**src/common/l1_pkg.sv**
```systemverilog
// Cache geometry is fixed here; changing IDX_WIDTH or ADDR_WIDTH resizes every block at once

package l1_pkg;

  // ##########################################################
  // Address and data geometry
  // ##########################################################

  // Word addressed, no byte lanes
  localparam int ADDR_WIDTH = 16;
  localparam int DATA_WIDTH = 32;  // One word per line

  // Associativity
  localparam int WAY_NUM = 4;

  // Set index taken from the low address bits
  localparam int IDX_WIDTH = 4;
  localparam int SET_NUM   = 1 << IDX_WIDTH;  // 16 sets

  // Tag is whatever is left above the index
  localparam int TAG_WIDTH = ADDR_WIDTH - IDX_WIDTH;  // 12 bits

  // ##########################################################
  // Controller states
  // ##########################################################

  // One request in flight at a time
  typedef enum logic [2:0] {
    ST_IDLE,    // Waiting for cpu_req, latches request and fires tag read
    ST_LOOKUP,  // Tag result arrives, hit or miss decided
    ST_MEM,     // Memory handshake, read refill or write-through
    ST_FILL,    // Refill word written into tag, data and LRU state
    ST_RESP     // cpu_ack high until the CPU drops cpu_req
  } l1_state_e;

  // Memory traffic happens on
  //   read miss   -> one memory read, then FILL
  //   write hit   -> array write plus one memory write
  //   write miss  -> one memory write, no allocation
  // Read hits never touch memory

endpackage

```
**src/l1_cache/l1_tag_array.sv**
```systemverilog
// Registered tag compare; fill_way must be one-hot and tag_rd is not issued in a fill cycle

`timescale 1ns/1ps

module l1_tag_array (
  input  logic                       clk,
  input  logic                       rst_n,
  input  logic                       tag_rd,       // Lookup strobe
  input  logic [l1_pkg::IDX_WIDTH-1:0] idx,
  input  logic [l1_pkg::TAG_WIDTH-1:0] tag,
  input  logic                       fill_we,      // Refill write strobe
  input  logic [l1_pkg::WAY_NUM-1:0] fill_way,     // One-hot victim way
  output logic [l1_pkg::WAY_NUM-1:0] tag_cmp_vect, // Per-way tag equality
  output logic [l1_pkg::WAY_NUM-1:0] vld_vect      // Per-way valid of the set
);

  import l1_pkg::*;

  // ##########################################################
  // Storage
  // ##########################################################

  logic [TAG_WIDTH-1:0] tag_mem [SET_NUM][WAY_NUM];  // Tags, no reset needed
  logic [WAY_NUM-1:0]   vld_r   [SET_NUM];           // Valid bits per set

  logic [WAY_NUM-1:0]   cmp_now;                      // Compare before the register

  // Tag equality for every way of the addressed set
  always_comb begin
    for (int w = 0; w < WAY_NUM; w++) begin
      cmp_now[w] = (tag_mem[idx][w] == tag);
    end
  end

  // Tag write on refill
  always_ff @(posedge clk) begin
    for (int w = 0; w < WAY_NUM; w++) begin
      if (fill_we && fill_way[w]) tag_mem[idx][w] <= tag;
    end
  end

  // ##########################################################
  // Valid bits and registered lookup result
  // ##########################################################

  always_ff @(posedge clk or negedge rst_n) begin
    if (!rst_n) begin
      for (int s = 0; s < SET_NUM; s++) begin
        vld_r[s] <= '0;  // Cache starts empty
      end
      tag_cmp_vect <= '0;
      vld_vect     <= '0;
    end else begin
      if (fill_we) vld_r[idx] <= vld_r[idx] | fill_way;  // Mark refilled way
      if (tag_rd) begin
        tag_cmp_vect <= cmp_now;      // Result valid the cycle after strobe
        vld_vect     <= vld_r[idx];
      end
      // Outputs hold between strobes so the LRU sees a stable view
    end
  end

  // Refill must pick exactly one way, the controller takes it from l1_lru
  a_fill_onehot : assert property (
    @(posedge clk) disable iff (!rst_n)
    fill_we |-> $onehot(fill_way)
  ) else $error("fill_way not one-hot during fill");

endmodule

```
**src/l1_cache/l1_lru.sv**
```systemverilog
// MRU-bit pseudo-LRU; used bits never all set, hit and way_vect are combinational from the tag array

`timescale 1ns/1ps

module l1_lru (
  input  logic                         clk,
  input  logic                         rst_n,
  input  logic                         lru_upd,      // Touch the selected way
  input  logic [l1_pkg::IDX_WIDTH-1:0] idx,
  input  logic [l1_pkg::WAY_NUM-1:0]   tag_cmp_vect,
  input  logic [l1_pkg::WAY_NUM-1:0]   vld_vect,
  output logic                         hit,
  output logic [l1_pkg::WAY_NUM-1:0]   way_vect      // Hit way or victim
);

  import l1_pkg::*;

  logic [WAY_NUM-1:0] used_r [SET_NUM];  // One used bit per way and set

  logic [WAY_NUM-1:0] used_set;     // Used bits of the addressed set
  logic [WAY_NUM-1:0] hit_vect;
  logic [WAY_NUM-1:0] victim_vect;
  logic [WAY_NUM-1:0] used_or;      // Used bits with the selected way added
  logic [WAY_NUM-1:0] used_nxt;

  // Keeps only the highest set bit, zero in gives zero out
  function automatic logic [WAY_NUM-1:0] ms1_vec(input logic [WAY_NUM-1:0] vec);
    logic [WAY_NUM-1:0] res;
    res = '0;
    for (int i = 0; i < WAY_NUM; i++) begin
      if (vec[i]) begin
        res    = '0;
        res[i] = 1'b1;  // Later (higher) bits overwrite earlier ones
      end
    end
    return res;
  endfunction

  // ##########################################################
  // Hit detection and way selection
  // ##########################################################

  assign used_set = used_r[idx];
  assign hit_vect = vld_vect & tag_cmp_vect;
  assign hit      = |hit_vect;

  // Free way first, else highest way not recently used
  // With no used bit set ~used_set is all ones, so the top way wins
  assign victim_vect = (&vld_vect) ? ms1_vec(~used_set) : ms1_vec(~vld_vect);
  assign way_vect    = hit ? hit_vect : victim_vect;

  // Saturation resets the set to only the newest way
  assign used_or  = used_set | way_vect;
  assign used_nxt = (&used_or) ? way_vect : used_or;

  always_ff @(posedge clk or negedge rst_n) begin
    if (!rst_n) begin
      for (int s = 0; s < SET_NUM; s++) begin
        used_r[s] <= '0;
      end
    end else if (lru_upd) begin
      used_r[idx] <= used_nxt;
    end
  end

  // The controller only updates after a lookup has resolved
  a_upd_onehot : assert property (
    @(posedge clk) disable iff (!rst_n)
    lru_upd |-> $onehot(way_vect)
  ) else $error("way_vect not one-hot on LRU update");

endmodule

```
**src/l1_cache/l1_data_array.sv**
```systemverilog
// Word storage with no reset; way_sel must be one-hot on both read and write

`timescale 1ns/1ps

module l1_data_array (
  input  logic                          clk,
  input  logic                          data_rd,  // Read strobe, data next cycle
  input  logic                          data_we,  // Write strobe
  input  logic [l1_pkg::IDX_WIDTH-1:0]  idx,
  input  logic [l1_pkg::WAY_NUM-1:0]    way_sel,  // One-hot way
  input  logic [l1_pkg::DATA_WIDTH-1:0] wdata,
  output logic [l1_pkg::DATA_WIDTH-1:0] rdata
);

  import l1_pkg::*;

  logic [DATA_WIDTH-1:0] mem_r [SET_NUM][WAY_NUM];
  logic [DATA_WIDTH-1:0] rd_mux;  // Selected way before the output register

  // ##########################################################
  // Way mux, AND-OR since way_sel is one-hot
  // ##########################################################

  always_comb begin
    rd_mux = '0;
    for (int w = 0; w < WAY_NUM; w++) begin
      rd_mux = rd_mux | (mem_r[idx][w] & {DATA_WIDTH{way_sel[w]}});
    end
  end

  // Write and registered read share the edge
  always_ff @(posedge clk) begin
    for (int w = 0; w < WAY_NUM; w++) begin
      if (data_we && way_sel[w]) mem_r[idx][w] <= wdata;
    end
    if (data_rd) rdata <= rd_mux;  // Holds until the next read
  end

endmodule

```
**src/l1_cache/l1_ctrl.sv**
```systemverilog
// One request at a time; CPU and memory sides both assume a well-behaved four-phase partner

`timescale 1ns/1ps

module l1_ctrl (
  input  logic                          clk,
  input  logic                          rst_n,
  // CPU side
  input  logic                          cpu_req,
  input  logic                          cpu_we,
  input  logic [l1_pkg::ADDR_WIDTH-1:0] cpu_addr,
  input  logic [l1_pkg::DATA_WIDTH-1:0] cpu_wdata,
  output logic                          cpu_ack,
  output logic [l1_pkg::DATA_WIDTH-1:0] cpu_rdata,
  // Memory side
  output logic                          mem_req,
  output logic                          mem_we,
  output logic [l1_pkg::ADDR_WIDTH-1:0] mem_addr,
  output logic [l1_pkg::DATA_WIDTH-1:0] mem_wdata,
  input  logic                          mem_ack,
  input  logic [l1_pkg::DATA_WIDTH-1:0] mem_rdata,
  // Tag array and LRU
  output logic                          tag_rd,
  output logic [l1_pkg::IDX_WIDTH-1:0]  idx,
  output logic [l1_pkg::TAG_WIDTH-1:0]  tag,
  output logic                          fill_we,
  output logic [l1_pkg::WAY_NUM-1:0]    fill_way,
  output logic                          lru_upd,
  input  logic                          hit,
  input  logic [l1_pkg::WAY_NUM-1:0]    way_vect,
  // Data array
  output logic                          data_rd,
  output logic                          data_we,
  output logic [l1_pkg::WAY_NUM-1:0]    data_way,
  output logic [l1_pkg::DATA_WIDTH-1:0] data_wdata,
  input  logic [l1_pkg::DATA_WIDTH-1:0] data_rdata
);

  import l1_pkg::*;

  l1_state_e state_r;

  logic                  we_r;       // Latched cpu_we
  logic                  miss_r;     // Lookup outcome
  logic [ADDR_WIDTH-1:0] addr_r;     // Latched request address
  logic [DATA_WIDTH-1:0] wdata_r;    // Latched write data
  logic [WAY_NUM-1:0]    way_r;      // Victim for the refill
  logic                  lookup_go;  // Tag result valid this cycle
  logic                  in_fill;

  // ##########################################################
  // Array and LRU strobes
  // ##########################################################

  // First LOOKUP cycle still has tag_rd high, result comes a cycle later
  assign lookup_go = (state_r == ST_LOOKUP) && !tag_rd;
  assign in_fill   = (state_r == ST_FILL);

  assign idx      = addr_r[IDX_WIDTH-1:0];
  assign tag      = addr_r[ADDR_WIDTH-1:IDX_WIDTH];
  assign fill_we  = in_fill;
  assign fill_way = way_r;
  assign lru_upd  = (lookup_go && hit) || in_fill;  // Hit or refill touches the way
  assign data_rd  = lookup_go && hit && !we_r;      // Read hit
  assign data_we  = (lookup_go && hit && we_r) || in_fill;  // Write hit or refill
  assign data_way = in_fill ? way_r : way_vect;
  assign data_wdata = in_fill ? cpu_rdata : wdata_r;  // Refill word sits in cpu_rdata

  assign mem_addr  = addr_r;
  assign mem_wdata = wdata_r;

  // ##########################################################
  // Request FSM
  // ##########################################################

  always_ff @(posedge clk or negedge rst_n) begin
    if (!rst_n) begin
      state_r <= ST_IDLE;
      tag_rd  <= 1'b0;
      we_r    <= 1'b0;
      miss_r  <= 1'b0;
      cpu_ack <= 1'b0;
      mem_req <= 1'b0;
      mem_we  <= 1'b0;
    end else begin
      tag_rd <= 1'b0;  // Single-cycle strobe
      case (state_r)
        ST_IDLE: begin
          if (cpu_req) begin
            we_r    <= cpu_we;
            tag_rd  <= 1'b1;
            state_r <= ST_LOOKUP;
          end
        end
        ST_LOOKUP: begin
          if (!tag_rd) begin
            miss_r <= !hit;
            if (hit && !we_r) begin
              state_r <= ST_RESP;
            end else begin
              mem_req <= 1'b1;  // Refill read or write-through
              mem_we  <= we_r;
              state_r <= ST_MEM;
            end
          end
        end
        ST_MEM: begin
          if (mem_req) begin
            if (mem_ack) mem_req <= 1'b0;
          end else if (!mem_ack) begin
            state_r <= mem_we ? ST_RESP : ST_FILL;  // Only read misses refill
          end
        end
        ST_FILL: state_r <= ST_RESP;
        ST_RESP: begin
          if (!cpu_ack) begin
            if (cpu_req) cpu_ack <= 1'b1;
          end else if (!cpu_req) begin
            cpu_ack <= 1'b0;
            state_r <= ST_IDLE;
          end
        end
        default: state_r <= ST_IDLE;
      endcase
    end
  end

  // Request payload and response data
  always_ff @(posedge clk) begin
    if (state_r == ST_IDLE && cpu_req) begin
      addr_r  <= cpu_addr;
      wdata_r <= cpu_wdata;
    end
    if (lookup_go) way_r <= way_vect;
    if (state_r == ST_MEM && mem_req && mem_ack && !mem_we) cpu_rdata <= mem_rdata;
    if (state_r == ST_RESP && !cpu_ack && !we_r && !miss_r) cpu_rdata <= data_rdata;
  end

  a_mem_hold : assert property (
    @(posedge clk) disable iff (!rst_n)
    $fell(mem_req) |-> $past(mem_ack)
  ) else $error("mem_req dropped before mem_ack");

  a_ack_req : assert property (
    @(posedge clk) disable iff (!rst_n)
    $rose(cpu_ack) |-> $past(cpu_req)
  ) else $error("cpu_ack raised without cpu_req");

endmodule

```
**src/rtl/l1_cache_top.sv**
```systemverilog
// Blocking write-through cache, no write-allocate; CPU and memory ports use four-phase req/ack

`timescale 1ns/1ps

module l1_cache_top (
  input  logic                          clk,
  input  logic                          rst_n,
  // CPU port
  input  logic                          cpu_req,
  input  logic                          cpu_we,
  input  logic [l1_pkg::ADDR_WIDTH-1:0] cpu_addr,
  input  logic [l1_pkg::DATA_WIDTH-1:0] cpu_wdata,
  output logic                          cpu_ack,
  output logic [l1_pkg::DATA_WIDTH-1:0] cpu_rdata,
  // Memory port
  output logic                          mem_req,
  output logic                          mem_we,
  output logic [l1_pkg::ADDR_WIDTH-1:0] mem_addr,
  output logic [l1_pkg::DATA_WIDTH-1:0] mem_wdata,
  input  logic                          mem_ack,
  input  logic [l1_pkg::DATA_WIDTH-1:0] mem_rdata
);

  import l1_pkg::*;

  // ##########################################################
  // Internal nets
  // ##########################################################

  logic                  tag_rd;
  logic [IDX_WIDTH-1:0]  idx;
  logic [TAG_WIDTH-1:0]  tag;
  logic                  fill_we;
  logic [WAY_NUM-1:0]    fill_way;
  logic [WAY_NUM-1:0]    tag_cmp_vect;
  logic [WAY_NUM-1:0]    vld_vect;
  logic                  lru_upd;
  logic                  hit;
  logic [WAY_NUM-1:0]    way_vect;
  logic                  data_rd;
  logic                  data_we;
  logic [WAY_NUM-1:0]    data_way;
  logic [DATA_WIDTH-1:0] data_wdata;
  logic [DATA_WIDTH-1:0] data_rdata;

  l1_ctrl u_ctrl (.*);  // Port names match the nets one to one

  l1_tag_array u_tag_array (
    .clk, .rst_n, .tag_rd, .idx, .tag, .fill_we, .fill_way,
    .tag_cmp_vect, .vld_vect
  );

  l1_lru u_lru (
    .clk, .rst_n, .lru_upd, .idx, .tag_cmp_vect, .vld_vect,
    .hit, .way_vect
  );

  // Same one-hot way for refill victim and write hit
  l1_data_array u_data_array (
    .clk     (clk),
    .data_rd (data_rd),
    .data_we (data_we),
    .idx     (idx),
    .way_sel (data_way),
    .wdata   (data_wdata),
    .rdata   (data_rdata)
  );

endmodule

```
**config.mk**
```make
export PLATFORM = sky130hd
export DESIGN_NAME = l1_cache_top
export DESIGN_NICKNAME = d
export VERILOG_FILES = /design/src/common/l1_pkg.sv /design/src/l1_cache/l1_tag_array.sv /design/src/l1_cache/l1_lru.sv /design/src/l1_cache/l1_data_array.sv /design/src/l1_cache/l1_ctrl.sv /design/src/rtl/l1_cache_top.sv
export SDC_FILE = /design/constraint.sdc
export NUM_CORES = 2
export LEC_CHECK = 0
export BUFFER_PORTS_ARGS = -buffer_cell sky130_fd_sc_hd__buf_2
export CORE_ASPECT_RATIO = 1.2
export CORE_MARGIN = 2
export CORE_UTILIZATION = 50
export CTS_CLUSTER_DIAMETER = 200
export DETAILED_ROUTE_END_ITERATION = 10
export PLACE_DENSITY = 0.69
export SLEW_MARGIN = 0
export SYNTH_ARGS = -nofsm -noshare
export SYNTH_HDL_FRONTEND = slang
export SYNTH_SLANG_ARGS = --single-unit
```
**constraint.sdc**
```tcl
create_clock -name clk -period 9.38 [get_ports clk]
set_clock_uncertainty 0.2 [all_clocks]
set_input_delay 0.938 -clock clk [delete_from_list [all_inputs] [get_ports clk]]
set_output_delay 0.938 -clock clk [all_outputs]
set_load 0.02 [all_outputs]
```
# After elaboration in Yosys (flattened, before gate mapping)
# Memories as Yosys holds them, arrays and structs flattened. A register that Yosys moved wholly into a read port is not among the register bits.
# Index checks and enable logic that the tools add are counted.
[totals] mem_bits_rw=2816 out_inout_bits=83 inputBits=85 memories=2 ff_bits=261 wordCells=179
[mem_list] memory="u_data_array.mem_r" depth=16 word_bits=128 rd=1 rd_ports_with_merged_regs=1 wr=1 line_no="l1_data_array.sv:17" source="logic [DATA_WIDTH-1:0] mem_r [SET_NUM][WAY_NUM];"
[mem_list] memory="u_tag_array.tag_mem" depth=16 word_bits=48 rd=1 rd_ports_with_merged_regs=1 wr=1 line_no="l1_tag_array.sv:23" source="logic [TAG_WIDTH-1:0] tag_mem [SET_NUM][WAY_NUM];"
[classes] muxes=59 bitwise=15 reduce_logical=40 order_cmp=2 n_eq_ne=15
[op_table] cell="32-bit AND" n=4
[op_table] cell="64-bit bitwise mux" n=2
[op_table] cell="32-bit two-way mux" n=3
[op_table] cell="32-bit bitwise OR" n=3
[op_table] cell="4-bit two-way mux" n=15
[op_table] cell="12-bit equality test" n=4
[op_table] cell="4-bit binary-select mux with 4-bit select" n=2
[op_table] cell="3-bit two-way mux" n=9
[op_table] cell="1-bit two-way mux" n=24
[op_table] cell="1-bit logical AND" n=21
[op_table] cell="4-bit demux with 4-bit select" n=1
[op_table] cell="3-bit one-hot mux with 5 select lines" n=1
[op_table] cell="2-bit inequality test, second input constant" n=6
[op_table] cell="4-bit inverter" n=2
[op_table] cell="4-bit bitwise OR" n=2
[op_table] cell="4-bit AND reduction" n=2
[op_table] cell="3-bit by 2-bit equality test with 1-bit output, second input constant" n=2
[op_table] cell="1-bit logical NOT" n=6
[op_table] cell="3-bit AND reduction" n=2
[op_table] cell="6-bit AND reduction" n=1
[op_table] cell="5-bit >= comparator, second input constant" n=1
[op_table] cell="5-bit by 1-bit < comparator with 1-bit output, second input constant" n=1
[op_table] cell="4-bit inverter with 5-bit output" n=1
[op_table] cell="4-bit AND" n=1
[op_table] cell="other kinds (11)" n=15

# Depth between registers and ports, before layout
[logic_depth] ltp_word=16 mapped_depth=12 mapped_depth_nobuf=8

# Cells and area by module
# Synthesis repeated with hierarchy kept, for this count alone.
[hier_totals] hier_cells=5453 hier_area_um2=119415.8
[by_module_without_submodules] mod="l1_data_array" n_inst=1 seq_area_each_um2=62459.9 area_each_um2=78492.8 cells_per_inst=3292
[by_module_without_submodules] mod="l1_tag_array" n_inst=1 seq_area_each_um2=24863.8 area_each_um2=33347.0 cells_per_inst=1619
[by_module_without_submodules] mod="l1_ctrl" n_inst=1 seq_area_each_um2=2747.6 area_each_um2=4121.5 cells_per_inst=228
[by_module_without_submodules] mod="l1_lru" n_inst=1 seq_area_each_um2=1601.5 area_each_um2=3454.6 cells_per_inst=314

# Least setup slack after synthesis
# OpenSTA, ideal clock, no wires.
[synth_timing] kind="input -> register" startpoint="in cpu_req" endpoint="reg u_ctrl.we_r" t_required_ns=9.088 setup_time_ns=0.092 path_stages=2 arrival_ns=7.238 n_path_buf=0 path_slack_ns=1.850 path_cell_list="nor4b_1 -> mux2_2"
[synth_between] elab_chain_cells=1
[synth_rtl] element="from (decl)" line_no="l1_cache_top.sv:9" source="input logic cpu_req,"
[synth_rtl] element="2-bit AND reduction (no source line)"
[synth_rtl] element="to (signal assigned)" line_no="l1_ctrl.sv:90" source="we_r <= cpu_we;"
[synth_rtl] element="to (decl)" line_no="l1_ctrl.sv:43" source="logic we_r;"
# No other way between the ends.
# A chain may end at the register's enable or synchronous reset.

# Final worst setup path
[layout_timing] startpoint="reg u_ctrl.addr_r[1] (netlist: u_ctrl.mem_addr[1])" endpoint="mem u_data_array.mem_r[2][73] (netlist bit), enable pin"
[layout_between] elab_chain_cells=14
[layout_rtl] element="from (decl)" line_no="l1_ctrl.sv:45" source="logic [ADDR_WIDTH-1:0] addr_r;"
[layout_rtl] element="from (signal assigned)" line_no="l1_ctrl.sv:131" source="addr_r <= cpu_addr;"
[layout_rtl] element="4-bit inverter with 5-bit output (implied by the code)" line_no="l1_lru.sv:43" source="assign used_set = used_r[idx];"
[layout_rtl] element="4-bit binary-select mux with 4-bit select" line_no="l1_lru.sv:43"
[layout_rtl] element="4-bit two-way mux (implied by the code) (2 in a row)" line_no="l1_lru.sv:43"
[layout_rtl] element="4-bit inverter" line_no="l1_lru.sv:49" source="assign victim_vect = (&vld_vect) ? ms1_vec(~used_set) : ms1_vec(~vld_vect);"
[layout_rtl] element="4-bit two-way mux (3 in a row)" line_no="l1_lru.sv:31" source="if (vec[i]) begin"
[layout_rtl] element="4-bit two-way mux" line_no="l1_lru.sv:49"
[layout_rtl] element="4-bit two-way mux" line_no="l1_lru.sv:50" source="assign way_vect = hit ? hit_vect : victim_vect;"
[layout_rtl] element="4-bit two-way mux" line_no="l1_ctrl.sv:66" source="assign data_way = in_fill ? way_r : way_vect;"
[layout_rtl] element="1-bit logical AND" line_no="l1_data_array.sv:34" source="if (data_we && way_sel[w]) mem_r[idx][w] <= wdata;"
[layout_rtl] element="1-bit two-way mux" line_no="l1_data_array.sv:34"
[layout_rtl] element="1-bit two-way mux (implied by the code)" line_no="l1_data_array.sv:34"
[layout_rtl] element="to (decl)" line_no="l1_data_array.sv:17"
# Several ways; a longest one is shown, not always the timed one. The select of a mux whose other input is x is not followed.

==> impl_results.md <==
* FFs w/ async S/R, synth at 0.0471
* Clock latency on the worst-skew pair at slightly below 1 ns
* Area Overhead vs Synth at 13.3%
* Slowest CP cell: nor2_4
* CP max FO at 45
* Clk buf depth at 4
* Synthesis-stage register bit count at 3081
* CTS Root Cell: clkbuf_16
* Detail Route Antenna Nets at 0
* Syn Inst Count at 5384
* Cell area power density at 290 nW/um^2
* Least-Margin Pin Slew at around 1.3 ns
* Post-route minimum period at about 5.3 ns
* Origin of the critical flop-to-flop path: u_ctrl.mem_addr[1]
* Max cap viols at 0
* Clock transition at the registers of the reported paths at 0.06 ns
* Critical Path End Type: flop
* Design area at around 140000 sq um
* Setup crit end: u_data_array.mem_r[2][73]
* CTS Buf Count at roughly 310
* Worst path depth at 8
* Count leader, synth: edfxtp_1
* Leading area contributor after synthesis: edfxtp_1
* EDFF count, synth at roughly 2900
* Setup TNS at 0 ns
* Arr. time, crit path at 5.60 ns
* Worst R2R Setup Slack at about 4 ns
* Final period utilization at 0.561
* Vias per cell at roughly 6.4
* Worst path bufs/invs at 1
* DRC at 0
* GP Congestion at 0.852
* H-tree depth at 5
* Global route overflow at 0
* Layout Nets at about 5900
* Largest net degree at the start of global routing at between 150 and 200
* Fraction of layout cells with a size suffix above 1 at 0.307
* Post-CTS sizing at 0
* Routed via count at 58700
* Crit-path cells: buf_4, mux2i_1, mux4_2, or3_1, a211oi_4, a31oi_4, nand2b_2, nor2_4
* Cells on worst reg2reg path at 8
* Die height at approximately 540 um
* VDD IR max at 0.385 mV
* Initial Util at 0.503
* Critical R2R Capture: u_data_array.mem_r[2][73]
* Critical Path Source: u_ctrl.mem_addr[1]
* Core area at between 200000 and 250000 sq um
* PortBufs at about 170
* Cell Rows at about 200
* Drt pass-1 iters at 9
* Max incr delay on CP at 1.10 ns
* Critical path type: reg -> reg
* P_leak at between 40 and 50 nW
* Worst EP required at between 9 and 10 ns
* RSZ-0062 raised after global routing: false
* Synth cell types at between 60 and 70
* Final Max Slew Viols at 0
* Chip Width at between 400 and 500 um
* Startpoint types: flop
* Yosys warning total at 0
* Total GRT Usage at 0.251
* Fin. Hold Viols at 0
* Pwr Total at just under 0.04 W
* Avg WL per Cell at about 33 um
* Top post-synthesis cells by area: edfxtp_1 (74%), mux4_2 (17%), dfrtp_1 (3.0%), nor2_1 (0.90%), mux2i_1 (0.65%)
* Postcts setup bufs at 0
* Die footprint at 243000 sq um
* Synthesized area per cell at between 20 and 25 sq um
* I/O Pins at 168
* Clock Sinks at ~3100
* Vias in the first global route at 58700
* Tightest Hold Check Type: in -> reg
* Status: complete, no violations
* Relative slew slack at 0.113
* Post-synth top area share at 0.738
* Endpoints failing setup at 0
* DRT Wirelength at 306000 um
* Post-synth top flop: edfxtp_1
* Hold_buf cts at 46
* Initial antenna violation count at 14
* Synthesized Nets at ~5500
* Synth cell count leaders: edfxtp_1 (2932), mux4_2 (875), nor2_1 (286)
* First-pass GRT wire length at around 430000 um
* Synth Cell Area at between 100000 and 150000 sq um
* Half-perimeter wire length after placement at about 170000 um
* Fmax at 190 MHz
* Iteration-0 DRC Markers at between 7000 and 8000
* Sequential area share after synthesis at 0.769
* Critical path's top delay family: simple AND/OR/NAND/NOR gates
* CTS tree: built
* Min Hold Slack at between 0.05 and 0.06 ns
* DP Area at approximately 130000 sq um
[sequential cells by signal, summed over array words and instances, names as in the netlist, 3 cells and up, named ones only]
register / count
u_ctrl.cpu_rdata: 32
u_ctrl.fill_way: 4
u_ctrl.mem_addr: 16
u_ctrl.mem_wdata: 32
u_ctrl.state_r: 3
u_data_array.mem_r: 2048
u_data_array.rdata: 32
u_lru.used_r: 64
u_tag_array.tag_cmp_vect: 4
u_tag_array.tag_mem: 768
u_tag_array.vld_r: 64
u_tag_array.vld_vect: 4
[kinds of logic after synthesis]
| group | synth area share |
|---|---|
| simple gates | 0.0250 |
| mux | 0.176 |
| xor+xnor | 0.00323 |
| compound gates | 0.0158 |
| flops | 0.769 |
| buf+inv | 0.0114 |
[final cells by class]
| class | count | area, sq um |
|---|---|---|
| fill | 17100 | 102000 |
| sequential | 3081 | 91800 |
| clock buffer | 401 | 8330 |
| multi-input combinational | 1982 | 26900 |
| inverter | 18 | 75.1 |
| timing repair buffer | 432 | 3050 |
| antenna | 7 | 17.5 |
| tap | 3168 | 3960 |
| clock inverter | 137 | 1100 |
[worst register-to-register path: cells and delay by family, from the launching register on]
family | cells | cell delay [ns]
simple gates | 3 | 2.36
compound gates | 2 | 0.74
mux | 2 | 0.73
buf+inv | 1 | 0.55
flops | 1 | 0.32
[layout by cell type (no fill, tap or decap), drive strengths merged, types with 20 or more instances in the layout]
| master | instances |
|---|---|
| edfxtp | 2932 |
| mux4 | 875 |
| clkbuf | 401 |
| buf | 386 |
| nor2 | 287 |
| nand2 | 205 |
| dfrtp | 145 |
| clkinv | 108 |
| mux2i | 77 |
| a31oi | 76 |
| nand4 | 74 |
| a21oi | 58 |
| dlygate4sd3 | 46 |
| mux2 | 41 |
| o21ai | 40 |
| nand2b | 39 |
| a222oi | 33 |
| xnor2 | 31 |
| inv | 25 |
| nor3 | 20 |
[metrics by stage]
step	utilization	worst slack, ns	instances
detailed placement	0.528	4.22	8634
CTS	0.569	4.19	9218
global placement	0.528	4.29	8634
global route	0.570	3.92	9220
finish	0.570	4.12	9226
floorplan	-	1.85	5384
[worst min-delay path by stage]
stage | from | to | slack [ns] | cells after the start
finish | cpu_addr[1] | u_ctrl.mem_addr[1] | 0.05 | 1
global route | cpu_addr[1] | u_ctrl.mem_addr[1] | 0.02 | 1
CTS | cpu_addr[1] | u_ctrl.mem_addr[1] | 0.003 | 1
detailed placement | u_tag_array.vld_r[11] | u_tag_array.vld_r[11] | 0.27 | 2
global placement | u_tag_array.vld_r[16] | u_tag_array.vld_r[16] | 0.26 | 2
floorplan | u_tag_array.vld_r[4] | u_tag_array.vld_r[4] | 0.24 | 2
[power breakdown]
group | internal, W | total (W) | switching, W
Sequential | 0.0169 | 0.0173 | 0.000366
Combinational | 0.00390 | 0.0102 | 0.00630
Clock | 0.00669 | 0.0117 | 0.00500
Total | 0.0275 | 0.0391 | 0.0117
[routing by layer]
metal	track usage	part of all wire
met5	0	0.00020
met1	0.330	0.37
met3	0.0505	0.087
met4	0.122	0.055
met2	0.405	0.49
(Power assumes the default switching activity.)
